[src/source/scaler_config.svh]
`ifndef SCALER_CONFIG_SVH
`define SCALER_CONFIG_SVH

// pixel and bus sizes
`define PIXEL_WIDTH 8
`define DATA_WIDTH 32
`define ADDR_WIDTH 32
`define BURST_LEN 16

// image counters
`define IMG_WBITS 12
`define IMG_HBITS 12
// one source line occupies 2**STRIDE_WIDTH bytes
`define STRIDE_WIDTH 10

// line buffering
`define BUF_NUM 2
`define WORD_PIXELS 4
`define BURST_PIXELS 64

`endif

[src/source/scaler_pkg.sv]
`include "scaler_config.svh"

package scaler_pkg;

	typedef logic [`PIXEL_WIDTH-1:0] pixel_t;
	typedef logic [`DATA_WIDTH-1:0] word_t;
	typedef logic [`IMG_WBITS-1:0] col_t;
	typedef logic [`IMG_HBITS-1:0] row_t;
	typedef logic [`ADDR_WIDTH-1:0] addr_t;
	// word index inside one line buffer
	typedef logic [`IMG_WBITS-3:0] wr_index_t;

	typedef enum logic [1:0] {FRAME_IDLE, FRAME_WAIT_BUF, FRAME_FETCH} frame_state_t;

	typedef enum logic [1:0] {FETCH_IDLE, FETCH_ADDR, FETCH_DATA} fetch_state_t;

	typedef enum logic [1:0] {PIX_IDLE, PIX_START, PIX_RUN} pixel_state_t;

endpackage

[src/source/frame_control.sv]
`timescale 1ns/1ns
`include "scaler_config.svh"

module frame_control (
	input  logic                  clk,
	input  logic                  resetn,
	input  logic                  fsync,
	input  scaler_pkg::col_t      win_left,
	input  scaler_pkg::col_t      win_width,
	input  scaler_pkg::row_t      win_top,
	input  scaler_pkg::row_t      win_height,
	input  scaler_pkg::row_t      dst_height,
	input  scaler_pkg::addr_t     frame_addr,
	input  logic [`BUF_NUM-1:0]   full,
	input  logic                  line_done,
	output logic                  line_start,
	output scaler_pkg::addr_t     line_addr,
	output scaler_pkg::wr_index_t line_words,
	output scaler_pkg::col_t      read_offset,
	output logic [`BUF_NUM-1:0]   wr_owner,
	output logic                  frame_read_done
);
	localparam scaler_pkg::col_t BURST_MASK = scaler_pkg::col_t'(`BURST_PIXELS - 1);
	localparam int WORD_SHIFT = $clog2(`WORD_PIXELS);

	scaler_pkg::frame_state_t state;
	scaler_pkg::addr_t base_addr;
	scaler_pkg::row_t top_r;
	scaler_pkg::row_t src_rows;
	scaler_pkg::row_t dst_rows;
	scaler_pkg::row_t row_index;
	scaler_pkg::row_t row_sum;
	logic [`IMG_WBITS:0] fetch_span;
	logic fsync_d1;
	logic row_valid;
	logic row_ready;
	logic row_last;
	logic row_take;
	logic last_row;
	logic owned_full;

	// read offset plus window width, rounded up to whole words below
	assign fetch_span = {1'b0, win_left & BURST_MASK} + {1'b0, win_width}
		+ (`IMG_WBITS + 1)'(`WORD_PIXELS - 1);

	assign owned_full = |(full & wr_owner);
	assign row_ready = (state == scaler_pkg::FRAME_WAIT_BUF) && !owned_full;
	assign row_take = row_valid && row_ready;
	assign row_sum = top_r + row_index;
	assign frame_read_done = (state == scaler_pkg::FRAME_FETCH) && line_done && last_row;

	scale_step #(
		.WIDTH(`IMG_HBITS)
	) i_row_step (
		.clk(clk),
		.resetn(resetn),
		.start(fsync_d1),
		.src_len(src_rows),
		.dst_len(dst_rows),
		.valid(row_valid),
		.ready(row_ready),
		.index(row_index),
		.last(row_last)
	);

	// geometry taken at frame sync
	always_ff @(posedge clk) begin
		if (fsync) begin
			base_addr <= frame_addr + scaler_pkg::addr_t'(win_left & ~BURST_MASK);
			top_r <= win_top;
			src_rows <= win_height;
			dst_rows <= dst_height;
			line_words <= fetch_span[`IMG_WBITS-1:WORD_SHIFT];
			read_offset <= win_left & BURST_MASK;
		end
		if (row_take)
			line_addr <= base_addr + (scaler_pkg::addr_t'(row_sum) << `STRIDE_WIDTH);
	end

	always_ff @(posedge clk) begin
		if (!resetn) begin
			state <= scaler_pkg::FRAME_IDLE;
			fsync_d1 <= 1'b0;
			line_start <= 1'b0;
			last_row <= 1'b0;
			wr_owner <= `BUF_NUM'(1);
		end else begin
			fsync_d1 <= fsync;
			line_start <= 1'b0;
			if (fsync) begin
				state <= scaler_pkg::FRAME_IDLE;
				wr_owner <= `BUF_NUM'(1);
			end else if (fsync_d1) begin
				state <= scaler_pkg::FRAME_WAIT_BUF;
			end else begin
				case (state)
					scaler_pkg::FRAME_WAIT_BUF: begin
						if (row_take) begin
							line_start <= 1'b1;
							last_row <= row_last;
							state <= scaler_pkg::FRAME_FETCH;
						end
					end
					scaler_pkg::FRAME_FETCH: begin
						if (line_done) begin
							wr_owner <= {wr_owner[`BUF_NUM-2:0], wr_owner[`BUF_NUM-1]};
							if (last_row)
								state <= scaler_pkg::FRAME_IDLE;
							else
								state <= scaler_pkg::FRAME_WAIT_BUF;
						end
					end
					default: state <= scaler_pkg::FRAME_IDLE;
				endcase
			end
		end
	end

	// the streamer must have drained the target buffer before a fetch starts
	assert property (@(posedge clk) disable iff (!resetn) line_start |-> !owned_full)
		else $error("line fetch started into a full buffer");

endmodule

[src/source/scale_step.sv]
`timescale 1ns/1ns
`include "scaler_config.svh"

module scale_step #(
	parameter int WIDTH = `IMG_WBITS
) (
	input  logic             clk,
	input  logic             resetn,
	input  logic             start,
	input  logic [WIDTH-1:0] src_len,
	input  logic [WIDTH-1:0] dst_len,
	output logic             valid,
	input  logic             ready,
	output logic [WIDTH-1:0] index,
	output logic             last
);
	// acc holds k*src_len - index*dst_len, one extra bit for the add
	logic [WIDTH:0] acc;
	logic [WIDTH-1:0] count;
	logic busy;
	logic aligned;

	// index is exact once the remainder drops below dst_len
	assign aligned = acc < {1'b0, dst_len};
	assign valid = busy && aligned;
	assign last = count == dst_len - 1'b1;

	always_ff @(posedge clk) begin
		if (!resetn) begin
			busy <= 1'b0;
			acc <= '0;
			index <= '0;
			count <= '0;
		end else if (start) begin
			busy <= 1'b1;
			acc <= '0;
			index <= '0;
			count <= '0;
		end else if (busy) begin
			if (valid && ready) begin
				acc <= acc + {1'b0, src_len};
				count <= count + 1'b1;
				if (last)
					busy <= 1'b0;
			end else if (!aligned) begin
				// one source step per cycle until aligned again
				acc <= acc - {1'b0, dst_len};
				index <= index + 1'b1;
			end
		end
	end

endmodule

[config.mk]
export PLATFORM = sky130hd
export DESIGN_NAME = frame_control
export DESIGN_NICKNAME = d
export VERILOG_FILES = /design/src/source/scaler_pkg.sv /design/src/source/frame_control.sv /design/src/source/scale_step.sv
export VERILOG_INCLUDE_DIRS = /design/src /design/src/source
export SDC_FILE = /design/constraint.sdc
export NUM_CORES = 1
export LEC_CHECK = 0
export ABC_CLOCK_PERIOD_IN_PS = 3450
export BUFFER_PORTS_ARGS = -buffer_cell sky130_fd_sc_hd__buf_4
export CORE_MARGIN = 2
export CORE_UTILIZATION = 51
export DETAILED_ROUTE_END_ITERATION = 10
export PLACE_DENSITY = 0.74
export SYNTH_ARGS = -nofsm -noshare
export SYNTH_HDL_FRONTEND = slang
export SYNTH_SLANG_ARGS = --single-unit
[constraint.sdc]
create_clock -name clk -period 3.45 [get_ports clk]
set_input_delay 0.1725 -clock clk [delete_from_list [all_inputs] [get_ports clk]]
set_output_delay 0.1725 -clock clk [all_outputs]
set_load 0.05 [all_outputs]
==> impl_metrics.ini <==
[routing]
drc = 0
num_vias = 7227
post_drt_wl_per_cell_um = 15.61
drtIter0Drc = 441
drt-pass1-iter-count = 5
vias_per_cell = 5.434
totalWireLength_um = 20760
ant_nets = 0

[clocking]
clk-insertion-delay-late_ns = 0.42
cts_tree = yes
clkSinkCount = 161
numCtsBuffers = 17
htreeDepth = 4
clk_path_buf_depth = 2
clkTransAtPathRegs_ns = 0.07
root_buffer = clkbuf_16

[floorplanning]
rows = 48
dieHeight_um = 137.7
floorplan.die_area_um2 = 18970
pin_count = 156
initial_utilization = 0.5236
coreArea_um2 = 17420
die_x_um = 137.7

[layout]
finish.utilization = 0.6848
antenna_cells = 0
layout-drive-gt1-share = 0.2208
layout.cells.non_filler = 1330
fin_nets = 1266
final_common_cell = buf_4
final_cell_mix = buf_4 (181), edfxtp_1 (116), nor2_1 (89)
area_growth_pct = 30.79

[power]
power_frac_seq = 0.442
clkPwrFrac = 0.381
p_switching_uw = 1349
p_sw_frac = 0.2633
p_per_area_nw_per_um2 = 429.5
total_leakage_power_uw = 0.004982
p_comb_frac = 0.176
ir_worst_vdd_mv = 0.3686
p_int_uw = 3774

[sta]
setup_slack_ns = -0.07026
maxSlewHeadroom = 0.4241
worst_slew_pin_slew_ns = 0.8621
max_freq_ghz = 0.2841
slew_viol_final = 0
finClkSkew_ns = 0.006408
period_needed_ns = 3.520
setup_viol = 8
hold_viol = 0
period_share = 1.020
rsz0062_at_grt = true

[grt]
grt_pass1_vias = 7019
grt_pass1_wl_um = 33140
grt_max_degree = 61
antenna_found_initial = 0
gr-usage-all-layers = 0.2239
grt_overflow = 0

[logic_synthesis]
yosys_warnings = 0
syn_area_um2 = 9119
ys_ff_latch = 161
async_flop_share = 0
synth_flop_cell = edfxtp_1
syn_inst = 858
yosysUniqueCellTypes = 61
ys_seq_area_frac = 0.4808
synth_edf_count = 116
syn_area_per_cell_um2 = 10.63

[flow_run]
cap_viol_max_count = 0

[setup_path]
start_kind = flop
cp_max_fo = 5
arrival_ns = 3.69
required_ns = 3.62
critPathKind = flop to flop
cp-end-kind = flop

[place]
hpwl_um = 14800
dp_cells = 1240
io_buffer_count = 149
routabilityCongestion = 0.8887

[run_status]
violations = negative setup slack
outcome = finished, violations left

[hold_path]
min-delay-path-class = primary input to flop
## final timing paths
path / start / end / slack (ns) / cells past startpoint
worst max-delay path: top_r[0] / line_addr[28] / -0.07 / 18
worst min-delay path: frame_addr[6] / base_addr[6] / 0.04 / 2
worst max register to register: top_r[0] / line_addr[28] / -0.07 / 18
worst min register to register: base_addr[6] / line_addr[6] / 0.42 / 0
## logic make-up after synthesis
| family | after synthesis | synth area share |
|---|---|---|
| adders and majority gates | 75 | 0.1078 |
| muxes | 9 | 0.009880 |
| other | 1 | 0.0004112 |
| xor gates and xnor gates | 100 | 0.09605 |
| buffers and inverters | 74 | 0.03348 |
| and+or+nand+nor | 260 | 0.1395 |
| AOI/OAI and AO/OA | 178 | 0.1320 |
| DFF | 161 | 0.4808 |
## registers in the layout, summed over array words and instances (netlist names), 10 cells and up
name	count
base_addr	32
line_addr	32
i_row_step.acc	13
dst_rows	12
i_row_step.count	12
i_row_step.index	12
src_rows	12
top_r	12
line_words	10
## per-layer routing
metal | wire length (um) | vias to the layer above | global-route usage
li1 | - | 3612 | -
met1 | 9134 | 3422 | 0.2855
met2 | 10380 | 170 | 0.3914
met3 | 901 | 23 | 0.03532
met4 | 350 | 0 | 0.06916
met5 | 0 | - | 0
## worst max-delay path, cell delays in order (launching register included)
cell      delay [ns]
edfxtp_1        0.37
ha_2            0.20
buf_4           0.13
a21o_1          0.17
a21oi_2         0.17
nor2b_2         0.08
nor4_4          0.27
nor2_1          0.11
a21oi_2         0.16
xnor2_1         0.15
ha_1            0.32
a21oi_2         0.18
o21bai_1        0.08
a22oi_1         0.20
o31ai_2         0.11
o41ai_2         0.20
buf_4           0.17
nand2b_1        0.12
xnor2_1         0.07
## stage by stage
stage	cell area (um^2)	setup TNS, ns	power [uW]	setup WS (ns)	hold WS [ns]
2_1_floorplan	9160	-0.004694	2819	-0.004694	0.2714
3_5_place_dp	10650	-0.7961	3110	-0.1762	0.3518
4_1_cts	11790	0	5125	0.002496	0.01763
6_report	11930	-0.3603	5123	-0.07026	0.03709
5_1_grt	11930	-2.891	5330	-0.3500	0.02859
3_3_place_gp	10650	-0.3572	3092	-0.08379	0.3507
## what timing repair did
| action | 4_1_cts | 5_1_grt |
|---|---|---|
| endpoints found under the hold margin | 50 | 0 |
| hold buffers | 49 | 0 |
| buffers inserted | 3 | 7 |
| setup endpoints to repair | 10 | 12 |
| pin swaps | 9 | 14 |
| resized for setup | 6 | 19 |
## cell usage after synthesis, drive strengths merged, types with 4 or more instances
| master | n | area, um^2 |
|---|---|---|
| a211oi | 9 | 67.56 |
| a21boi | 6 | 45.04 |
| a21o | 14 | 105.1 |
| a21oi | 39 | 195.2 |
| a311oi | 8 | 70.07 |
| a31oi | 5 | 31.28 |
| and3 | 19 | 118.9 |
| buf | 10 | 65.06 |
| clkbuf | 12 | 45.04 |
| dfxtp | 45 | 900.9 |
| edfxtp | 116 | 3483 |
| fa | 6 | 120.1 |
| ha | 69 | 863.3 |
| inv | 52 | 195.2 |
| mux2i | 9 | 90.09 |
| nand2 | 49 | 183.9 |
| nand2b | 10 | 62.56 |
| nand3 | 20 | 100.1 |
| nand4 | 17 | 106.4 |
| nor2 | 90 | 337.8 |
| nor2b | 8 | 50.05 |
| nor3 | 12 | 60.06 |
| nor4 | 4 | 31.28 |
| o2111ai | 8 | 70.07 |
| o211ai | 6 | 45.04 |
| o21a | 12 | 90.09 |
| o21ai | 32 | 160.2 |
| o21bai | 7 | 52.55 |
| o31ai | 6 | 45.04 |
| o41ai | 5 | 43.79 |
| or3 | 10 | 62.56 |
| xnor2 | 65 | 569.3 |
| xor2 | 35 | 306.5 |
## power groups by stage
stage	combinational, uW	sequential [uW]	clock (uW)
3_3_place_gp	786	2310	0
3_5_place_dp	804	2310	0
2_1_floorplan	437	2380	0
6_report	904	2270	1950
5_1_grt	993	2270	2060
4_1_cts	863	2270	2000
## area by class of cell
cell class | instances | area [um^2]
Sequential cell | 161 | 4384
Clock buffer | 17 | 425.4
Inverter | 52 | 195.2
Clock inverter | 14 | 178.9
Fill cell | 1320 | 5490
Multi-Input combinational cell | 628 | 4569
Timing Repair Buffer | 233 | 1892
Tap cell | 225 | 281.5
Power figures use the tool's default switching activity.
