## src/source/scaler_config.svh

```systemverilog
`ifndef SCALER_CONFIG_SVH
`define SCALER_CONFIG_SVH

// pixel and bus sizes
`define PIXEL_WIDTH 8
`define DATA_WIDTH 32
`define ADDR_WIDTH 32
`define BURST_LEN 16

// image counters
`define IMG_WBITS 12
`define IMG_HBITS 12
// one source line occupies 2**STRIDE_WIDTH bytes
`define STRIDE_WIDTH 10

// line buffering
`define BUF_NUM 2
`define WORD_PIXELS 4
`define BURST_PIXELS 64

`endif

```

## src/source/scaler_pkg.sv

```systemverilog
`include "scaler_config.svh"

package scaler_pkg;

	typedef logic [`PIXEL_WIDTH-1:0] pixel_t;
	typedef logic [`DATA_WIDTH-1:0] word_t;
	typedef logic [`IMG_WBITS-1:0] col_t;
	typedef logic [`IMG_HBITS-1:0] row_t;
	typedef logic [`ADDR_WIDTH-1:0] addr_t;
	// word index inside one line buffer
	typedef logic [`IMG_WBITS-3:0] wr_index_t;

	typedef enum logic [1:0] {FRAME_IDLE, FRAME_WAIT_BUF, FRAME_FETCH} frame_state_t;

	typedef enum logic [1:0] {FETCH_IDLE, FETCH_ADDR, FETCH_DATA} fetch_state_t;

	typedef enum logic [1:0] {PIX_IDLE, PIX_START, PIX_RUN} pixel_state_t;

endpackage

```

## src/source/pixel_stream.sv

```systemverilog
`timescale 1ns/1ns
`include "scaler_config.svh"

module pixel_stream (
	input  logic                                  clk,
	input  logic                                  resetn,
	input  logic                                  fsync,
	input  scaler_pkg::col_t                      win_width,
	input  scaler_pkg::col_t                      dst_width,
	input  scaler_pkg::col_t                      read_offset,
	input  logic [`BUF_NUM-1:0]                   full,
	output logic [`BUF_NUM-1:0]                   rd_owner,
	output logic                                  rd_en,
	output scaler_pkg::col_t                      rd_addr,
	output logic                                  rd_done,
	input  scaler_pkg::pixel_t [`BUF_NUM-1:0]     rd_data,
	output logic                                  tvalid,
	output scaler_pkg::pixel_t                    tdata,
	output logic                                  tuser,
	output logic                                  tlast,
	input  logic                                  tready
);
	scaler_pkg::pixel_state_t state;
	scaler_pkg::col_t src_cols;
	scaler_pkg::col_t dst_cols;
	scaler_pkg::col_t col_index;
	scaler_pkg::pixel_t s1_pixel;
	logic [`BUF_NUM-1:0] s1_owner;
	logic col_valid;
	logic col_ready;
	logic col_last;
	logic advance;
	logic s1_valid;
	logic s1_last;

	// stage 1 is the buffer read, stage 2 the output register
	assign advance = !tvalid || tready;
	assign col_ready = (state == scaler_pkg::PIX_RUN) && (!s1_valid || advance);
	assign rd_en = col_valid && col_ready;
	assign rd_addr = read_offset + col_index;
	assign rd_done = tvalid && tready && tlast;

	always_comb begin
		s1_pixel = rd_data[0];
		for (int i = 0; i < `BUF_NUM; i++)
			if (s1_owner[i])
				s1_pixel = rd_data[i];
	end

	scale_step #(
		.WIDTH(`IMG_WBITS)
	) i_col_step (
		.clk(clk),
		.resetn(resetn),
		.start(state == scaler_pkg::PIX_START),
		.src_len(src_cols),
		.dst_len(dst_cols),
		.valid(col_valid),
		.ready(col_ready),
		.index(col_index),
		.last(col_last)
	);

	always_ff @(posedge clk) begin
		if (fsync) begin
			src_cols <= win_width;
			dst_cols <= dst_width;
		end
		if (rd_en) begin
			s1_owner <= rd_owner;
			s1_last <= col_last;
		end
		if (advance && s1_valid)
			tdata <= s1_pixel;
	end

	always_ff @(posedge clk) begin
		if (!resetn) begin
			state <= scaler_pkg::PIX_IDLE;
			rd_owner <= `BUF_NUM'(1);
			s1_valid <= 1'b0;
			tvalid <= 1'b0;
			tuser <= 1'b0;
			tlast <= 1'b0;
		end else if (fsync) begin
			state <= scaler_pkg::PIX_IDLE;
			rd_owner <= `BUF_NUM'(1);
			s1_valid <= 1'b0;
			tvalid <= 1'b0;
			tuser <= 1'b1;
			tlast <= 1'b0;
		end else begin
			case (state)
				scaler_pkg::PIX_IDLE: begin
					if (|(full & rd_owner))
						state <= scaler_pkg::PIX_START;
				end
				scaler_pkg::PIX_START: state <= scaler_pkg::PIX_RUN;
				// stay until the last pixel has left the output register
				scaler_pkg::PIX_RUN: begin
					if (rd_done)
						state <= scaler_pkg::PIX_IDLE;
				end
				default: state <= scaler_pkg::PIX_IDLE;
			endcase
			if (rd_done)
				rd_owner <= {rd_owner[`BUF_NUM-2:0], rd_owner[`BUF_NUM-1]};
			if (rd_en)
				s1_valid <= 1'b1;
			else if (advance)
				s1_valid <= 1'b0;
			if (advance) begin
				tvalid <= s1_valid;
				if (s1_valid)
					tlast <= s1_last;
			end
			if (tvalid && tready)
				tuser <= 1'b0;
		end
	end

	assert property (@(posedge clk) disable iff (!resetn)
		tvalid && !tready && !fsync |=>
			tvalid && $stable(tdata) && $stable(tuser) && $stable(tlast))
		else $error("stream output changed under stall");

endmodule

```

## src/source/scale_step.sv

```systemverilog
`timescale 1ns/1ns
`include "scaler_config.svh"

module scale_step #(
	parameter int WIDTH = `IMG_WBITS
) (
	input  logic             clk,
	input  logic             resetn,
	input  logic             start,
	input  logic [WIDTH-1:0] src_len,
	input  logic [WIDTH-1:0] dst_len,
	output logic             valid,
	input  logic             ready,
	output logic [WIDTH-1:0] index,
	output logic             last
);
	// acc holds k*src_len - index*dst_len, one extra bit for the add
	logic [WIDTH:0] acc;
	logic [WIDTH-1:0] count;
	logic busy;
	logic aligned;

	// index is exact once the remainder drops below dst_len
	assign aligned = acc < {1'b0, dst_len};
	assign valid = busy && aligned;
	assign last = count == dst_len - 1'b1;

	always_ff @(posedge clk) begin
		if (!resetn) begin
			busy <= 1'b0;
			acc <= '0;
			index <= '0;
			count <= '0;
		end else if (start) begin
			busy <= 1'b1;
			acc <= '0;
			index <= '0;
			count <= '0;
		end else if (busy) begin
			if (valid && ready) begin
				acc <= acc + {1'b0, src_len};
				count <= count + 1'b1;
				if (last)
					busy <= 1'b0;
			end else if (!aligned) begin
				// one source step per cycle until aligned again
				acc <= acc - {1'b0, dst_len};
				index <= index + 1'b1;
			end
		end
	end

endmodule

```

## config.mk

```make
export PLATFORM = sky130hd
export DESIGN_NAME = pixel_stream
export DESIGN_NICKNAME = d
export VERILOG_FILES = /design/src/source/scaler_pkg.sv /design/src/source/pixel_stream.sv /design/src/source/scale_step.sv
export VERILOG_INCLUDE_DIRS = /design/src /design/src/source
export SDC_FILE = /design/constraint.sdc
export NUM_CORES = 1
export LEC_CHECK = 0
export ABC_AREA = 1
export BUFFER_PORTS_ARGS = -buffer_cell sky130_fd_sc_hd__clkbuf_2
export CAP_MARGIN = 20
export CORE_UTILIZATION = 50
export DETAILED_ROUTE_END_ITERATION = 8
export PLACE_DENSITY = 0.78
export SYNTH_ARGS = -nofsm -noshare
export SYNTH_HDL_FRONTEND = slang
export SYNTH_SLANG_ARGS = --single-unit
```

## constraint.sdc

```tcl
create_clock -name clk -period 2.7 [get_ports clk]
set_clock_uncertainty 0.15 [all_clocks]
set_input_delay 0.135 -clock clk [delete_from_list [all_inputs] [get_ports clk]]
set_output_delay 0.135 -clock clk [all_outputs]
set_load 0.05 [all_outputs]
```

==> results of run 1 <==
==> registers in the layout, indices dropped and copies added (netlist names), 2 cells and up <==
register,cells
dst_cols,12
i_col_step.index,12
rd_owner,2
state,2
i_col_step.count,12
src_cols,12
i_col_step.acc,13
tdata,8
==> final timing paths <==
check,endpoint,slack (ps),cells past startpoint
hold / removal,src_cols[3],140,1
setup / recovery,rd_addr[8],170,10
hold reg to reg,tvalid,330,2
setup reg to reg,i_col_step.acc[1],230,12
==> power breakdown <==
| group | leakage [uW] | internal (uW) | switching (uW) |
|---|---|---|---|
| clock | 0.000124 | 626 | 448 |
| combinational | 0.00233 | 182 | 250 |
| sequential | 0.000697 | 1290 | 23.5 |
| total | 0.00315 | 2100 | 721 |
==> cells in the final DEF (no fill, tap or decap), types with 22 or more instances in the layout <==
cell type      Yosys  routed
edfxtp_1          34      34
o21ai_0           24      22
nand3_1           48      48
ha_1              38      37
clkbuf_2           0      81
inv_1             90      90
dlygate4sd3_1      0      45
nor2_1            69      69
a21oi_1           58      55
xor2_1            28      28
nand2_1          182     182
dfxtp_1           46      45
==> what timing repair did <==
item / in CTS / in global routing
hold endpoints to repair: 37 / 0
setup endpoints to repair: 3 / 3
pin swaps: 0 / 1
gates resized for setup: 6 / 14
hold buffers: 45 / 0
setup buffers: 0 / 2
==> layer usage <==
metal / up-vias / track usage
li1: 2710 / -
met1: 2271 / 0.306
met2: 163 / 0.400
met3: 24 / 0.0468
met4: 0 / 0.0724
met5: - / 0
==> per-stage QoR <==
stage          std cells  worst slack, ps  power (uW)  hold slack (ps)  cell area [um^2]
2_1_floorplan        734              121        1600             83.9              5480
3_3_place_gp         949              261        1710              161              6040
3_5_place_dp         949              258        1710              164              6040
4_1_cts             1010             10.4        2830              140              6760
5_1_grt             1012             25.0        2940              163              6810
6_report            1012              166        2820              143              6810
==> kinds of logic (layout without fill, tap and decap cells) <==
group           count (synthesis)  count (layout)
compound gates                111             111
xor+xnor                       41              41
fa+ha+maj                      41              41
buf+inv                       104             246
flops                          80              80
mux                             8               8
simple gates                  349             349
==> worst max-delay path: stages (launching register included) <==
cell and delay (ps):
dfxtp_4 380, ha_1 160, inv_1 50, fa_2 340, inv_1 80, nand3_1 60
nand2_1 110, a31oi_1 120, o21ai_1 180, xor2_1 200, clkbuf_8 210
==> layout make-up <==
| class | count | area [um^2] |
|---|---|---|
| clock buffer | 12 | 176 |
| sequential | 80 | 1950 |
| multi-input combinational | 550 | 3140 |
| clock inverter | 4 | 72.6 |
| tap | 136 | 170 |
| inverter | 94 | 363 |
| fill | 880 | 3660 |
| timing repair buffer | 136 | 941 |
==> results.cfg, run 1 <==
[status]
status = finished clean

[worst_setup_path]
cp-startpoint = i_col_step.index[0]
cp.arrival_ps = 2250
cp_max_fo = 6
cp-start-kind = register
cp_data_required_time_ps = 2410
r2r-start = dst_cols[8]
critPathCaptureType = output port
setup.worst_path.class = register to output port

[sta]
max_freq_mhz = 395
setup_viol = 0
period_share = 0.939
slew_headroom = 0.552
final.min_clock_period_ps = 2530
hold_violations = 0
max_slew.worst_pin.slew_ps = 672
setup-tns-final_ps = 0
rsz0062_at_grt = no
drv_slew = 0

[cts]
cts_buffers = 9
ctsRootBufferMaster = clkbuf_8
cts.clk_slew.worst_paths_ps = 80
h-tree-depth = 3
cts_buffer_depth = 2
clk_latency_ps = 360
cts_tree = built
clkSinkCount = 80

[synthesis]
yosysUniqueCellTypes = 42
synth.avg_cell_area_um2 = 7.46
yosys-top-cells-area = edfxtp_1, dfxtp_1, nand2_1
synth-seq-cells = 80
synth-adder-area-share = 0.0978
synth_edf_count = 34
synth_compound_area_frac = 0.109
synthTopCellsByCount = nand2_1, inv_1, nor2_1
async_reset_ff_frac = 0
yosys.area.top_type = edfxtp_1
syn_inst = 734
synth_flop_cell = dfxtp_1
mappedNetlistNets = 833
yosysSeqAreaShare = 0.354
synth-xor-area-share = 0.0656
synth-simple-area-share = 0.280
yosys.area.top_type_share = 0.186
synthesis.area_mm2 = 0.00548
yosys_warnings = 0
yosysMostFrequentCell = nand2_1
synth_top_family_by_area = simple AND/OR/NAND/NOR gates
muxShareOfSynthArea = 0.0164

[run]
max_cap_violations = 0

[placement]
dpl.hpwl_mm = 9.57
place.gp.congestion = 0.933
port-buffer-count = 84

[cells_and_area]
final_util = 0.650
diodes = 0
syn_to_final_growth_pct = 24.2
drive_gt1_frac = 0.161
fin_nets = 970

[drt]
drc = 0
routed_wl_mm = 13.0
viasPerCell = 5.11
wl_per_cell_um = 12.9
routed-via-count = 5168
dr_wl_met3_um = 695
wl_met1_mm = 6.11
top_layer = met4
first_pass_iters = 5
dr.first_iter.drc_count = 309
antenna_left = 0
wl_met2_mm = 6.02

[global_routing]
grt_pass1_wl_mm = 21.6
grt_pass1_vias = 4887
grt_usage = 0.238
grt_max_degree = 21
grt-ovfl-total = 0
antenna_found_initial = 0

[hold_path]
hp-class = input pin to register
min_from = fsync

[die]
initial_core_util = 0.524
floorplan.io_pins = 85
rows = 37
die_h_um = 107
core_area_mm2 = 0.0105
dieWidth_um = 107
dieArea_mm2 = 0.0114

[power]
p_per_area_mw_per_mm2 = 415
ir_drop_mv = 0.238
p_leak_uw = 0.00315
Note: power is estimated with default switching activity, not from simulation.
==> run 2: changes to the inputs <==
MAX_ROUTING_LAYER = met4   (was default)
PLACE_DENSITY = 0.69   (was 0.78)
==> run 2 against run 1 <==
Compared with the run above: power fell by 4.6%; hold slack improved by 88 ps; flip-flop and latch count did not move; via count rose by 1.5%; first-iteration DRC count fell by 6.8%; critical path depth did not move.
==> results.cfg, run 2 (synthesis gave the netlist of run 1 again) <==
[status]
status = finished clean

[die]
core_area_mm2 = 0.0105
rows = 37
initial_core_util = 0.524
floorplan.io_pins = 85
dieArea_mm2 = 0.0114
die_h_um = 107
dieWidth_um = 107

[drt]
first_pass_iters = 5
routed-via-count = 5248
routed_wl_mm = 13.3
viasPerCell = 5.18
antenna_left = 0
wl_per_cell_um = 13.2
drc = 0
dr.first_iter.drc_count = 288

[sta]
setup_slack_ps = 135
setup-tns-final_ps = 0
max_slew.worst_pin.slew_ps = 716
final.min_clock_period_ps = 2560
max_freq_mhz = 390
drv_slew = 0
slew_headroom = 0.522
hold_violations = 0
setup_viol = 0
period_share = 0.950

[cts]
cts_buffers = 9
ctsRootBufferMaster = clkbuf_8
cts.clk_slew.worst_paths_ps = 100
cts_tree = built
clk_latency_ps = 370
clkSinkCount = 80
h-tree-depth = 3
cts_buffer_depth = 2

[worst_setup_path]
setup.worst_path.class = register to output port
crit_chain = inv_1, ha_1, a21oi_1, nor2_1, nor2_2, nor2_2, nor2_4, nand3_4, clkinv_8, clkbuf_8
r2r-start = dst_cols[6]
critPathCaptureType = output port
critical_path.endpoint = rd_en
cp_max_fo = 14
cp.arrival_ps = 2280
path_common_cell = nor2_2
rr_worst_depth = 13
cp_data_required_time_ps = 2410
crit_path_top_delay_cell = edfxtp_1
max_stage_delay_ps = 430
ff2ff_setup_slack_ps = 200
cp-start-kind = register
reg2reg_to = i_col_step.acc[1]
cp-startpoint = dst_cols[6]

[global_routing]
grt_pass1_wl_mm = 22.2
grt-ovfl-total = 0
grt_usage = 0.253
grt_max_degree = 23
grt_pass1_vias = 5011
antenna_found_initial = 0

[cells_and_area]
final_cell_mix = nand2_1, inv_1, clkbuf_2
regMostFlops = i_col_step.acc
final_util = 0.650
fillers = 922
diodes = 0
fin_nets = 971
layout_commonest_cell = nand2_1
largest_reg_flops = 13
drive_gt1_frac = 0.165
syn_to_final_growth_pct = 24.2

[run]
max_cap_violations = 0

[power]
ir_drop_mv = 0.217
p_per_area_mw_per_mm2 = 396
p_leak_uw = 0.00314
total_power_uw = 2700

[placement]
port-buffer-count = 84
place.gp.congestion = 0.921
pre_cts_slack_ps = 157
dpl.hpwl_mm = 10.2

[hold_path]
hp-class = input pin to register
[run 2: worst min-delay path by stage]
stage | from | to | depth (start not counted)
after floorplan | dst_width[0] | dst_cols[0] | 0
after global placement | win_width[10] | src_cols[10] | 1
after detailed placement | dst_width[4] | dst_cols[4] | 1
after CTS | fsync | src_cols[4] | 1
after global routing | fsync | src_cols[4] | 1
final | fsync | src_cols[4] | 1
[run 2: timing repair]
action | in CTS | in global routing
setup endpoints to repair | 3 | 5
hold endpoints to repair | 37 | 0
cloned | 0 | 0
gates resized for setup | 9 | 15
hold buffers | 44 | 0
pin swaps | 0 | 1
setup buffers | 0 | 3
[run 2: metal layers]
layer / track usage / vias to the layer above / share of wire
met5: - / - / 0
met4: 0.0783 / 0 / 0.018
met3: 0.0450 / 21 / 0.048
met2: 0.436 / 155 / 0.48
met1: 0.300 / 2352 / 0.46
li1: - / 2720 / -
[run 2: cell type report]
cell class                 instances  area, um^2  share of cell area
clock buffer                       9         124              0.0182
clock inverter                     7        83.8              0.0123
inverter                          94         368              0.0541
multi-input combinational        550        3160               0.465
sequential                        80        1950               0.286
tap                              136         170              0.0250
timing repair buffer             137         952               0.140
[run 2: critical path, delay by kind of cell, from the launching register on]
| family | cells | cell delay [ps] |
|---|---|---|
| AO/OA/AOI/OAI | 1 | 180 |
| flip-flops | 1 | 430 |
| buffers and inverters | 3 | 460 |
| AND/OR/NAND/NOR | 5 | 550 |
| adder cells (fa/ha/maj) | 1 | 290 |
[run 2: power by group]
| part | internal (uW) | leakage [uW] | switching, uW | total (uW) |
|---|---|---|---|---|
| Clock | 445 | 0.000103 | 502 | 947 |
| Sequential | 1290 | 0.000697 | 23.4 | 1320 |
| Combinational | 180 | 0.00234 | 251 | 431 |
| Total | 1920 | 0.00314 | 776 | 2700 |
[run 2: stage by stage]
step	area, um^2	hold slack, ps	instances
finish	6810	231	1013
global route	6810	239	1013
CTS	6730	205	1010
detailed placement	6050	164	950
global placement	6050	161	950
floorplan	5480	83.9	734
