**config.mk**
```make
export PLATFORM = sky130hd
export DESIGN_NAME = line_fetch
export DESIGN_NICKNAME = d
export VERILOG_FILES = /design/src/source/scaler_pkg.sv /design/src/source/line_fetch.sv
export VERILOG_INCLUDE_DIRS = /design/src /design/src/source
export SDC_FILE = /design/constraint.sdc
export NUM_CORES = 1
export LEC_CHECK = 0
export ABC_AREA = 1
export BUFFER_PORTS_ARGS = -buffer_cell sky130_fd_sc_hd__buf_2
export CORE_ASPECT_RATIO = 1.25
export CORE_MARGIN = 3
export CORE_UTILIZATION = 45
export CTS_BUF_LIST = sky130_fd_sc_hd__clkbuf_16
export CTS_CLUSTER_SIZE = 14
export DETAILED_ROUTE_END_ITERATION = 7
export PLACE_DENSITY = 0.85
export SETUP_SLACK_MARGIN = 0.5
export SYNTH_ARGS = -nofsm -noshare
export SYNTH_HDL_FRONTEND = slang
export SYNTH_SLANG_ARGS = --single-unit
```
**constraint.sdc**
```tcl
create_clock -name clk -period 2.1 [get_ports clk]
set_clock_uncertainty 0.1 [all_clocks]
set_input_delay 0.315 -clock clk [delete_from_list [all_inputs] [get_ports clk]]
set_output_delay 0.315 -clock clk [all_outputs]
set_load 0.01 [all_outputs]
```
**src/source/scaler_config.svh**
```systemverilog
`ifndef SCALER_CONFIG_SVH
`define SCALER_CONFIG_SVH

// pixel and bus sizes
`define PIXEL_WIDTH 8
`define DATA_WIDTH 32
`define ADDR_WIDTH 32
`define BURST_LEN 16

// image counters
`define IMG_WBITS 12
`define IMG_HBITS 12
// one source line occupies 2**STRIDE_WIDTH bytes
`define STRIDE_WIDTH 10

// line buffering
`define BUF_NUM 2
`define WORD_PIXELS 4
`define BURST_PIXELS 64

`endif

```
**src/source/scaler_pkg.sv**
```systemverilog
`include "scaler_config.svh"

package scaler_pkg;

	typedef logic [`PIXEL_WIDTH-1:0] pixel_t;
	typedef logic [`DATA_WIDTH-1:0] word_t;
	typedef logic [`IMG_WBITS-1:0] col_t;
	typedef logic [`IMG_HBITS-1:0] row_t;
	typedef logic [`ADDR_WIDTH-1:0] addr_t;
	// word index inside one line buffer
	typedef logic [`IMG_WBITS-3:0] wr_index_t;

	typedef enum logic [1:0] {FRAME_IDLE, FRAME_WAIT_BUF, FRAME_FETCH} frame_state_t;

	typedef enum logic [1:0] {FETCH_IDLE, FETCH_ADDR, FETCH_DATA} fetch_state_t;

	typedef enum logic [1:0] {PIX_IDLE, PIX_START, PIX_RUN} pixel_state_t;

endpackage

```
**src/source/line_fetch.sv**
```systemverilog
`timescale 1ns/1ns
`include "scaler_config.svh"

module line_fetch (
	input  logic                  clk,
	input  logic                  resetn,
	input  logic                  line_start,
	input  scaler_pkg::addr_t     line_addr,
	input  scaler_pkg::wr_index_t line_words,
	output scaler_pkg::addr_t     araddr,
	output logic [7:0]            arlen,
	output logic                  arvalid,
	input  logic                  arready,
	input  scaler_pkg::word_t     rdata,
	input  logic                  rlast,
	input  logic                  rvalid,
	output logic                  rready,
	output logic                  wr_en,
	output scaler_pkg::wr_index_t wr_addr,
	output scaler_pkg::word_t     wr_data,
	output logic                  line_done
);
	localparam int BURST_BYTES = `BURST_LEN * `DATA_WIDTH / 8;

	scaler_pkg::fetch_state_t state;
	scaler_pkg::wr_index_t words_left;
	scaler_pkg::wr_index_t wr_ptr;

	// full burst unless the line ends sooner
	function automatic logic [7:0] burst_arlen(input scaler_pkg::wr_index_t words);
		if (words > scaler_pkg::wr_index_t'(`BURST_LEN))
			return 8'(`BURST_LEN - 1);
		return 8'(words - 1'b1);
	endfunction

	// a buffer is only written while empty, so no back-pressure on R
	assign rready = state == scaler_pkg::FETCH_DATA;
	assign wr_en = rvalid && rready;
	assign wr_addr = wr_ptr;
	assign wr_data = rdata;

	always_ff @(posedge clk) begin
		if (!resetn) begin
			state <= scaler_pkg::FETCH_IDLE;
			arvalid <= 1'b0;
			line_done <= 1'b0;
		end else begin
			line_done <= 1'b0;
			case (state)
				scaler_pkg::FETCH_IDLE: begin
					if (line_start) begin
						arvalid <= 1'b1;
						state <= scaler_pkg::FETCH_ADDR;
					end
				end
				scaler_pkg::FETCH_ADDR: begin
					if (arready) begin
						arvalid <= 1'b0;
						state <= scaler_pkg::FETCH_DATA;
					end
				end
				scaler_pkg::FETCH_DATA: begin
					if (rvalid && rlast) begin
						if (words_left == '0) begin
							line_done <= 1'b1;
							state <= scaler_pkg::FETCH_IDLE;
						end else begin
							arvalid <= 1'b1;
							state <= scaler_pkg::FETCH_ADDR;
						end
					end
				end
				default: state <= scaler_pkg::FETCH_IDLE;
			endcase
		end
	end

	// burst address, length and write pointer
	always_ff @(posedge clk) begin
		case (state)
			scaler_pkg::FETCH_IDLE: begin
				if (line_start) begin
					araddr <= line_addr;
					arlen <= burst_arlen(line_words);
					words_left <= line_words;
					wr_ptr <= '0;
				end
			end
			scaler_pkg::FETCH_ADDR: begin
				if (arready)
					words_left <= words_left - scaler_pkg::wr_index_t'(arlen) - 1'b1;
			end
			scaler_pkg::FETCH_DATA: begin
				if (rvalid) begin
					wr_ptr <= wr_ptr + 1'b1;
					if (rlast && words_left != '0) begin
						araddr <= araddr + scaler_pkg::addr_t'(BURST_BYTES);
						arlen <= burst_arlen(words_left);
					end
				end
			end
			default: ;
		endcase
	end

	assert property (@(posedge clk) disable iff (!resetn)
		arvalid && !arready |=> arvalid && $stable(araddr) && $stable(arlen))
		else $error("AR request changed before it was accepted");

endmodule

```
==> results of run 1 <==
[stage by stage]
stage          hold slack [ns]  setup slack (ns)  cell area (sq um)
6_report                0.1259            0.1927               6230
5_1_grt                 0.1363            0.1101               6230
4_1_cts                 0.1193            0.2139               5761
3_5_place_dp            0.3710            0.1462               4917
3_3_place_gp            0.3472            0.1985               4917
2_1_floorplan           0.3384            0.1115               4451
[area by class of cell]
type / instances / area [sq um]
Timing Repair Buffer: 173 / 1154
Fill cell: 696 / 3090
Sequential cell: 64 / 1884
Tap cell: 123 / 153.9
Clock buffer: 9 / 225.2
Inverter: 62 / 251.5
Multi-Input combinational cell: 391 / 2529
Clock inverter: 7 / 32.53
[power breakdown]
part / internal (W) / leakage [nW] / switching [W]
sequential: 0.00171 / 0.612 / 0.000251
combinational: 0.000871 / 2.11 / 0.00114
clock: 0.000777 / 0.133 / 0.000560
total: 0.00336 / 2.85 / 0.00195
[registers in the layout, summed over array words and instances, names as in the netlist]
name / flops
state: 2
line_done: 1
wr_addr: 10
araddr: 32
words_left: 10
arlen: 8
arvalid: 1
[path summary, 6_finish.rpt]
| path | end | from | depth (start not counted) | slack [ns] |
|---|---|---|---|---|
| max | words_left[6] | arlen[0] | 10 | 0.19 |
| min | line_done | rlast | 3 | 0.13 |
| max reg2reg | words_left[6] | arlen[0] | 10 | 0.19 |
| min reg2reg | arvalid | arvalid | 2 | 0.37 |
[cells in the mapped netlist (2+ instances only)]
cell,number,share of area
a21oi_1,13,0.015
a22oi_1,3,0.0052
a31oi_1,3,0.0043
buf_1,2,0.0017
buf_2,3,0.0034
buf_4,32,0.055
clkbuf_1,4,0.0034
dfxtp_1,4,0.018
edfxtp_1,60,0.41
ha_1,13,0.037
inv_1,58,0.050
inv_2,3,0.0026
nand2_1,173,0.15
nand2_2,4,0.0057
nand3_1,32,0.037
nand3_2,3,0.0069
nand3b_1,7,0.012
nand4_1,6,0.0086
nor2_1,65,0.056
nor2_2,4,0.0057
nor2_4,4,0.010
nor3_1,5,0.0057
nor3_2,2,0.0046
o21ai_0,15,0.017
o21ai_1,10,0.011
or2_1,2,0.0029
xnor2_1,10,0.020
xor2_1,9,0.018
[worst min-delay path: cells and delay by family]
| kind | cells | cell delay [ns] |
|---|---|---|
| and+or+nand+nor | 2 | 0.10 |
| buffers and inverters | 1 | 0.10 |
[repair_timing]
item | 4_1_cts | 5_1_grt
pin swaps | 30 | 37
setup endpoints to repair | 87 | 84
buffers inserted | 33 | 30
cloned | 1 | 0
resized for setup | 63 | 60
[logic make-up (layout without fill, tap and decap cells)]
| logic type | after synthesis | in the layout | share of synthesized area |
|---|---|---|---|
| compound gates | 46 | 46 | 0.05673 |
| xor+xnor | 19 | 19 | 0.03811 |
| simple gates | 312 | 312 | 0.3155 |
| buf+inv | 103 | 251 | 0.1169 |
| flops | 64 | 64 | 0.4309 |
| fa+ha+maj | 14 | 14 | 0.04183 |
[routing by layer]
layer  up-vias  GRT usage
met2       277     0.4382
li1       2064          -
met5         -          0
met1      2063     0.2427
met3        61    0.04832
met4         0    0.09056
[cells in the final DEF, fill, tap and decap left out, drive strengths merged]
master	synthesis	routed
nor3	7	7
clkinvlp	0	2
nand2	178	178
ha	13	13
fa	1	1
nand3b	7	7
nand4	6	6
xnor2	10	10
nand3	35	35
a31oi	3	3
o21bai	1	1
nor2	74	74
a21oi	13	13
inv	61	62
clkbuf	4	9
clkinv	1	5
and2	1	1
xor2	9	9
a22oi	3	3
nor3b	1	1
dfxtp	4	4
buf	37	172
bufbuf	0	1
o21ai	26	26
or2	3	3
edfxtp	60	60
==> impl_metrics.yaml, run 1 <==
run_status:
  status: "complete, no violations"
floorplan:
  dieArea_sq_um: 10930
  rows: 39
  coreArea_sq_um: 9320
  initial_core_util: 0.4685
  die_h_um: 116.1
  ios: 166
  die_w_um: 94.11
timing:
  slew_headroom: 0.8008
  setup_violations: 0
  rsz0062_at_grt: "true"
  fmax_ghz: 0.5243
  tightest_slew_ns: 0.2988
  slew_viol_final: 0
  hold_viol_final: 0
  timing.final.crit_share: 0.9082
  tns_ns: 0
  fin_crit_ns: 1.907
critical_path:
  cp-start-kind: "register"
  critPathMostFrequentCell: "nand2_1"
  end_kind: "register"
  cp_slowest_cell: "edfxtp_1"
  required_ns: 2.09
  critical-path-max-stage-delay_ns: 0.38
  crit_buf_inv: 2
  arrival_ns: 1.90
  cp_top_family: "adder cells"
  worstSetupPathType: "reg2reg"
  worstPathMaxFanout: 3
  path_cells: "inv_1, ha_2, inv_2, fa_2, o21ai_4, nand2_1, nand2_1, nand2_1, nand3_1, nand2_1"
global_route:
  grt_pass1_vias: 4288
  grt.total_usage: 0.2292
  grt_pass1_wl_um: 19660
  overflow: 0
  grt_max_degree: 35
  grt_antenna_before_repair: 0
routing:
  wl_met1_um: 4782
  wl_per_cell_um: 16.79
  drc: 0
  num_vias: 4465
  firstDrtPassIters: 5
  first_iter_violations: 309
  top_layer: "met4"
  drt-total-wl_um: 13920
  via_per_inst: 5.386
  met3RoutedLength_um: 1174
  ant_nets: 0
  wl_met2_um: 7414
finish:
  fin_util: 0.6684
  instances_no_fill: 829
  nNetsFinal: 795
  drive_above_1_share: 0.4193
  syn_to_final_growth_pct: 42.66
  diodes: 0
place:
  gp_congestion: 0.9118
  portBuffers: 101
  dp_cells: 749
  place_hpwl_um: 8450
clocking:
  cts_num_sinks: 64
  tritoncts: "built"
  cts-root-buf: "clkbuf_16"
  clkLatencyLatePin_ns: 0.34
  cts.path.max_buffers: 2
  clkTransAtPathRegs_ns: 0.06
  cts_hold_buf: 0
  numCtsBuffers: 9
  htree_levels: 3
synth:
  synthArstFlopShare: 0
  netlist_area_sq_um: 4367
  syn-instance-count: 558
  synth_nets: 652
  ys_seq_area_frac: 0.4309
  synth_edf_count: 60
  synth_top_flop_cell: "edfxtp_1"
  avgSynthCellArea_sq_um: 7.826
  yosys_warnings: 0
  synth-seq-cells: 64
  synth_cell_types: 37
power:
  ir_worst_vdd_mv: 0.4764
  cellPowerDensity_nw_per_um2: 852.8
  leakagePower_nw: 2.852
  finalPower_w: 0.005313
worst_hold_path:
  hp-class: "in2reg"
job:
  cap_viol_max_count: 0
Note: power is estimated with default switching activity, not from simulation.
==> run 2, diff against run 1 <==
--- a/config.mk
+++ b/config.mk
@@ -10,11 +10,11 @@
 export BUFFER_PORTS_ARGS = -buffer_cell sky130_fd_sc_hd__buf_2
 export CORE_ASPECT_RATIO = 1.25
 export CORE_MARGIN = 3
-export CORE_UTILIZATION = 45
+export CORE_UTILIZATION = 36
 export CTS_BUF_LIST = sky130_fd_sc_hd__clkbuf_16
 export CTS_CLUSTER_SIZE = 14
 export DETAILED_ROUTE_END_ITERATION = 7
-export PLACE_DENSITY = 0.85
+export PLACE_DENSITY = 0.72
 export SETUP_SLACK_MARGIN = 0.5
 export SYNTH_ARGS = -nofsm -noshare
 export SYNTH_HDL_FRONTEND = slang
==> impl_metrics.yaml, run 2 (synthesis gave the netlist of run 1 again) <==
floorplan:
  ios: 166
  initial_core_util: 0.3724
  die_w_um: 104.5
  die_h_um: 129.1
  dieArea_sq_um: 13500
  rows: 44
  coreArea_sq_um: 11730
routing:
  via_per_inst: 4.928
  drt-total-wl_um: 13380
  drc: 0
  wl_per_cell_um: 15.15
  first_iter_violations: 173
  ant_nets: 0
  num_vias: 4351
  firstDrtPassIters: 5
global_route:
  grt_pass1_vias: 4034
  grt_antenna_before_repair: 0
  grt_pass1_wl_um: 19270
  grt_max_degree: 30
  overflow: 0
  grt.total_usage: 0.1818
timing:
  slew_headroom: 0.7706
  worst_slack_ns: 0.1389
  fmax_ghz: 0.5099
  hold_viol_final: 0
  timing.final.crit_share: 0.9338
  rsz0062_at_grt: "true"
  tightest_slew_ns: 0.3441
  fin_crit_ns: 1.961
  slew_viol_final: 0
  setup_violations: 0
  tns_ns: 0
critical_path:
  critical-path-max-stage-delay_ns: 0.48
  required_ns: 2.09
  end_kind: "register"
  worstSetupPathType: "reg2reg"
  cp-start-kind: "register"
  worstPathMaxFanout: 7
  cp_slowest_cell: "edfxtp_1"
  arrival_ns: 1.95
  r2r_slack_ns: 0.14
  path_cells: "inv_2, ha_4, nand3_4, nor2_4, nand3_2, nand3_2, clkinvlp_4, buf_12, clkbuf_16"
  critPathMostFrequentCell: "nand3_2"
power:
  leakagePower_nw: 2.905
  ir_worst_vdd_mv: 0.3863
  cellPowerDensity_nw_per_um2: 837.9
clocking:
  numCtsBuffers: 9
  clkLatencyLatePin_ns: 0.33
  tritoncts: "built"
  cts_num_sinks: 64
  cts_hold_buf: 0
  cts-root-buf: "clkbuf_16"
  clkTransAtPathRegs_ns: 0.06
  cts.path.max_buffers: 2
  htree_levels: 3
finish:
  diodes: 0
  final_common_cell: "nand2_1"
  regMostFlops: "araddr"
  layout.cells.most_common_list: "nand2_1 (155), buf_2 (99), buf_4 (68), edfxtp_1 (60), nor2_1 (50)"
  drive_above_1_share: 0.4280
  largest_reg_flops: 32
  syn_to_final_growth_pct: 46.56
  nNetsFinal: 811
worst_hold_path:
  hp-class: "in2reg"
place:
  dp_slack_ns: 0.1264
  gp_congestion: 0.8676
  place_hpwl_um: 8672
  portBuffers: 101
job:
  cap_viol_max_count: 0
run_status:
  status: "complete, no violations"
## run 2: cell types whose count changed in the layout (fill, tap and decap cells not counted), sizes merged
| cell | previous run | this run |
|---|---|---|
| buf | 172 | 187 |
| bufbuf | 1 | 0 |
| clkbuf | 9 | 11 |
| clkinv | 5 | 7 |
| clkinvlp | 2 | 1 |
| inv | 62 | 61 |
## run 2: path summary, 6_finish.rpt
path / startpoint / end / cells past startpoint
setup / recovery: words_left[1] / araddr[13] / 9
hold / removal: rlast / line_done / 3
setup reg to reg: words_left[1] / araddr[13] / 9
hold reg to reg: arvalid / arvalid / 2
## run 2: final cells by class
cell class,count,area (sq um)
timing repair buffer,189,1324
tap,161,201.4
fill,1040,5326
inverter,62,247.7
sequential,64,1884
clock inverter,7,31.28
clock buffer,9,225.2
multi-input combinational,391,2486
## run 2: layer usage
layer / global-route usage / part of all wire / vias up / routed length, um
met3: 0.05182 / 0.070 / 32 / 940
li1: - / - / 2097 / -
met1: 0.1972 / 0.38 / 2026 / 5141
met5: 0 / 0 / - / 0
met2: 0.3346 / 0.52 / 196 / 6897
met4: 0.07277 / 0.030 / 0 / 402
## run 2: through the flow
step                      total power [W]  std cells  hold WS (ns)  utilization  instance area (sq um)
after floorplan                  0.002858        558        0.3384            -                   4451
after global placement           0.003299        790        0.3355       0.4232                   4962
after detailed placement         0.003325        790        0.3410       0.4232                   4962
after CTS                        0.004930        838        0.1198       0.4868                   5708
after global routing             0.005665        883        0.1500       0.5458                   6400
final                            0.005362        883        0.1336       0.5458                   6400
## run 2: report_power, final
part / total [W] / switching, W / internal (W) / leakage, nW
Combinational: 0.00208 / 0.00113 / 0.000953 / 2.16
Clock: 0.00133 / 0.000551 / 0.000777 / 0.135
Sequential: 0.00196 / 0.000242 / 0.00171 / 0.612
## run 2: critical path: cells and delay by family, from the launching register on
kind	cells	cell delay, ns
adders and majority gates	1	0.17
buffers and inverters	4	0.56
DFF	1	0.48
and+or+nand+nor	4	0.41
## run 2: repair_timing
| action | 4_1_cts | 5_1_grt |
|---|---|---|
| cloned | 0 | 2 |
| setup endpoints to repair | 76 | 93 |
| pin swaps | 17 | 40 |
| gates resized for setup | 47 | 81 |
| setup buffers | 32 | 43 |
==> run 3, diff against run 2 <==
--- a/config.mk
+++ b/config.mk
@@ -9,12 +9,11 @@
 export ABC_AREA = 1
 export BUFFER_PORTS_ARGS = -buffer_cell sky130_fd_sc_hd__buf_2
 export CORE_ASPECT_RATIO = 1.25
-export CORE_MARGIN = 3
 export CORE_UTILIZATION = 36
 export CTS_BUF_LIST = sky130_fd_sc_hd__clkbuf_16
 export CTS_CLUSTER_SIZE = 14
 export DETAILED_ROUTE_END_ITERATION = 7
-export PLACE_DENSITY = 0.72
+export PLACE_DENSITY = 0.7
 export SETUP_SLACK_MARGIN = 0.5
 export SYNTH_ARGS = -nofsm -noshare
 export SYNTH_HDL_FRONTEND = slang
==> constraint.sdc (replaced) <==
create_clock -name clk -period 2.15 [get_ports clk]
set_clock_uncertainty 0.1 [all_clocks]
set_input_delay 0.3225 -clock clk [delete_from_list [all_inputs] [get_ports clk]]
set_output_delay 0.3225 -clock clk [all_outputs]
set_load 0.01 [all_outputs]
==> impl_metrics.yaml, run 3 (synthesis gave the netlist of run 1 again) <==
run_status:
  status: "complete, no violations"
finish:
  seq_area_sq_um: 1887
  regMostFlops: "araddr"
  syn_to_final_growth_pct: 45.07
  diodes: 0
  final_common_cell: "nand2_1"
  drive_above_1_share: 0.4224
  fillers: 1030
  largest_reg_flops: 32
  layout.cells.most_common_list: "nand2_1 (155), buf_2 (100), buf_4 (67), edfxtp_1 (60), nor2_1 (51)"
  multi_input_area_sq_um: 2499
  final_area_sq_um: 6335
  nNetsFinal: 804
routing:
  top_layer: "met4"
  wl_met2_um: 7150
  via_per_inst: 4.968
  met3RoutedLength_um: 923
  wl_met1_um: 5246
  num_vias: 4352
  wl_per_cell_um: 15.59
  first_iter_violations: 204
  drt-total-wl_um: 13660
  drc: 0
  firstDrtPassIters: 4
  ant_nets: 0
place:
  gp_congestion: 0.9100
  portBuffers: 101
  dp_slack_ns: 0.1621
  dpl_cell_area_sq_um: 4921
  place_hpwl_um: 8632
power:
  cellPowerDensity_nw_per_um2: 827.5
  leakagePower_nw: 2.872
  ir_worst_vdd_mv: 0.3960
floorplan:
  initial_core_util: 0.3724
  die_h_um: 125.1
  rows: 44
  dieArea_sq_um: 12580
  coreArea_sq_um: 11730
  die_w_um: 100.5
  ios: 166
clocking:
  cts_num_sinks: 64
  numCtsBuffers: 9
  cts-root-buf: "clkbuf_16"
  tritoncts: "built"
  clkLatencyLatePin_ns: 0.33
  htree_levels: 3
  cts.path.max_buffers: 2
  cts_hold_buf: 0
  clkTransAtPathRegs_ns: 0.06
timing:
  timing.final.crit_share: 0.9143
  slew_viol_final: 0
  tightest_slew_ns: 0.3771
  tns_ns: 0
  worst_slack_ns: 0.1842
  setup_violations: 0
  fmax_ghz: 0.5087
  fin_crit_ns: 1.966
  rsz0062_at_grt: "true"
  slew_headroom: 0.7477
  hold_viol_final: 0
critical_path:
  end_kind: "register"
  worstSetupPathType: "reg2reg"
  worstPathMaxFanout: 3
  required_ns: 2.14
  arrival_ns: 1.95
  cp-start-kind: "register"
worst_hold_path:
  hp-class: "in2reg"
global_route:
  grt_pass1_vias: 4061
  grt_pass1_wl_um: 19290
  grt_antenna_before_repair: 0
  grt_max_degree: 32
  grt.total_usage: 0.1959
  overflow: 0
job:
  cap_viol_max_count: 0
## run 3: critical path, stage by stage (launching register included)
cell      delay [ns]
edfxtp_1        0.38
inv_1           0.08
ha_2            0.20
inv_2           0.05
fa_2            0.37
o21ai_4         0.17
nand2_1         0.10
nand2_1         0.09
nand2_1         0.06
nand3_1         0.07
nand2_1         0.06
## run 3: worst paths after layout
path              slack [ns]           from  depth (start not counted)       endpoint
setup / recovery        0.18       arlen[0]                         10  words_left[6]
hold / removal          0.17  line_addr[17]                          3     araddr[17]
setup reg to reg        0.18       arlen[0]                         10  words_left[6]
hold reg to reg         0.38        arvalid                          2        arvalid
## run 3: repair_timing
action | in CTS | in global routing
gates resized for setup | 47 | 88
pin swaps | 17 | 37
gates cloned | 0 | 3
setup endpoints to repair | 76 | 93
setup buffers | 21 | 47
## run 3: metrics by stage
stage               hold slack [ns]  instances  utilization  total power (W)
floorplan                    0.3459        558            -         0.002774
global placement             0.3546        789       0.4197         0.003172
detailed placement           0.3656        789       0.4197         0.003219
CTS                          0.1518        826       0.4759         0.004792
global route                 0.1768        876       0.5402         0.005518
finish                       0.1717        876       0.5402         0.005242
## run 3: area by class of cell
class / instances / share of cell area
Clock buffer: 9 / 0.03555
Clock inverter: 7 / 0.004938
Inverter: 62 / 0.04009
Multi-Input combinational cell: 391 / 0.3944
Sequential cell: 64 / 0.2978
Tap cell: 161 / 0.03180
Timing Repair Buffer: 182 / 0.1953
## run 3: where the power goes
part           switching (W)  internal, W  leakage (nW)  total [W]
Clock               0.000537     0.000757         0.130    0.00129
Combinational        0.00113     0.000895          2.13    0.00202
Sequential          0.000253      0.00167         0.613    0.00193
Total                0.00192      0.00333          2.87    0.00524
## run 3: routing by layer
layer  vias up  track usage
li1       2089            -
met1      2032       0.2204
met2       199       0.3505
met3        32      0.04528
met4         0      0.08099
met5         -            0
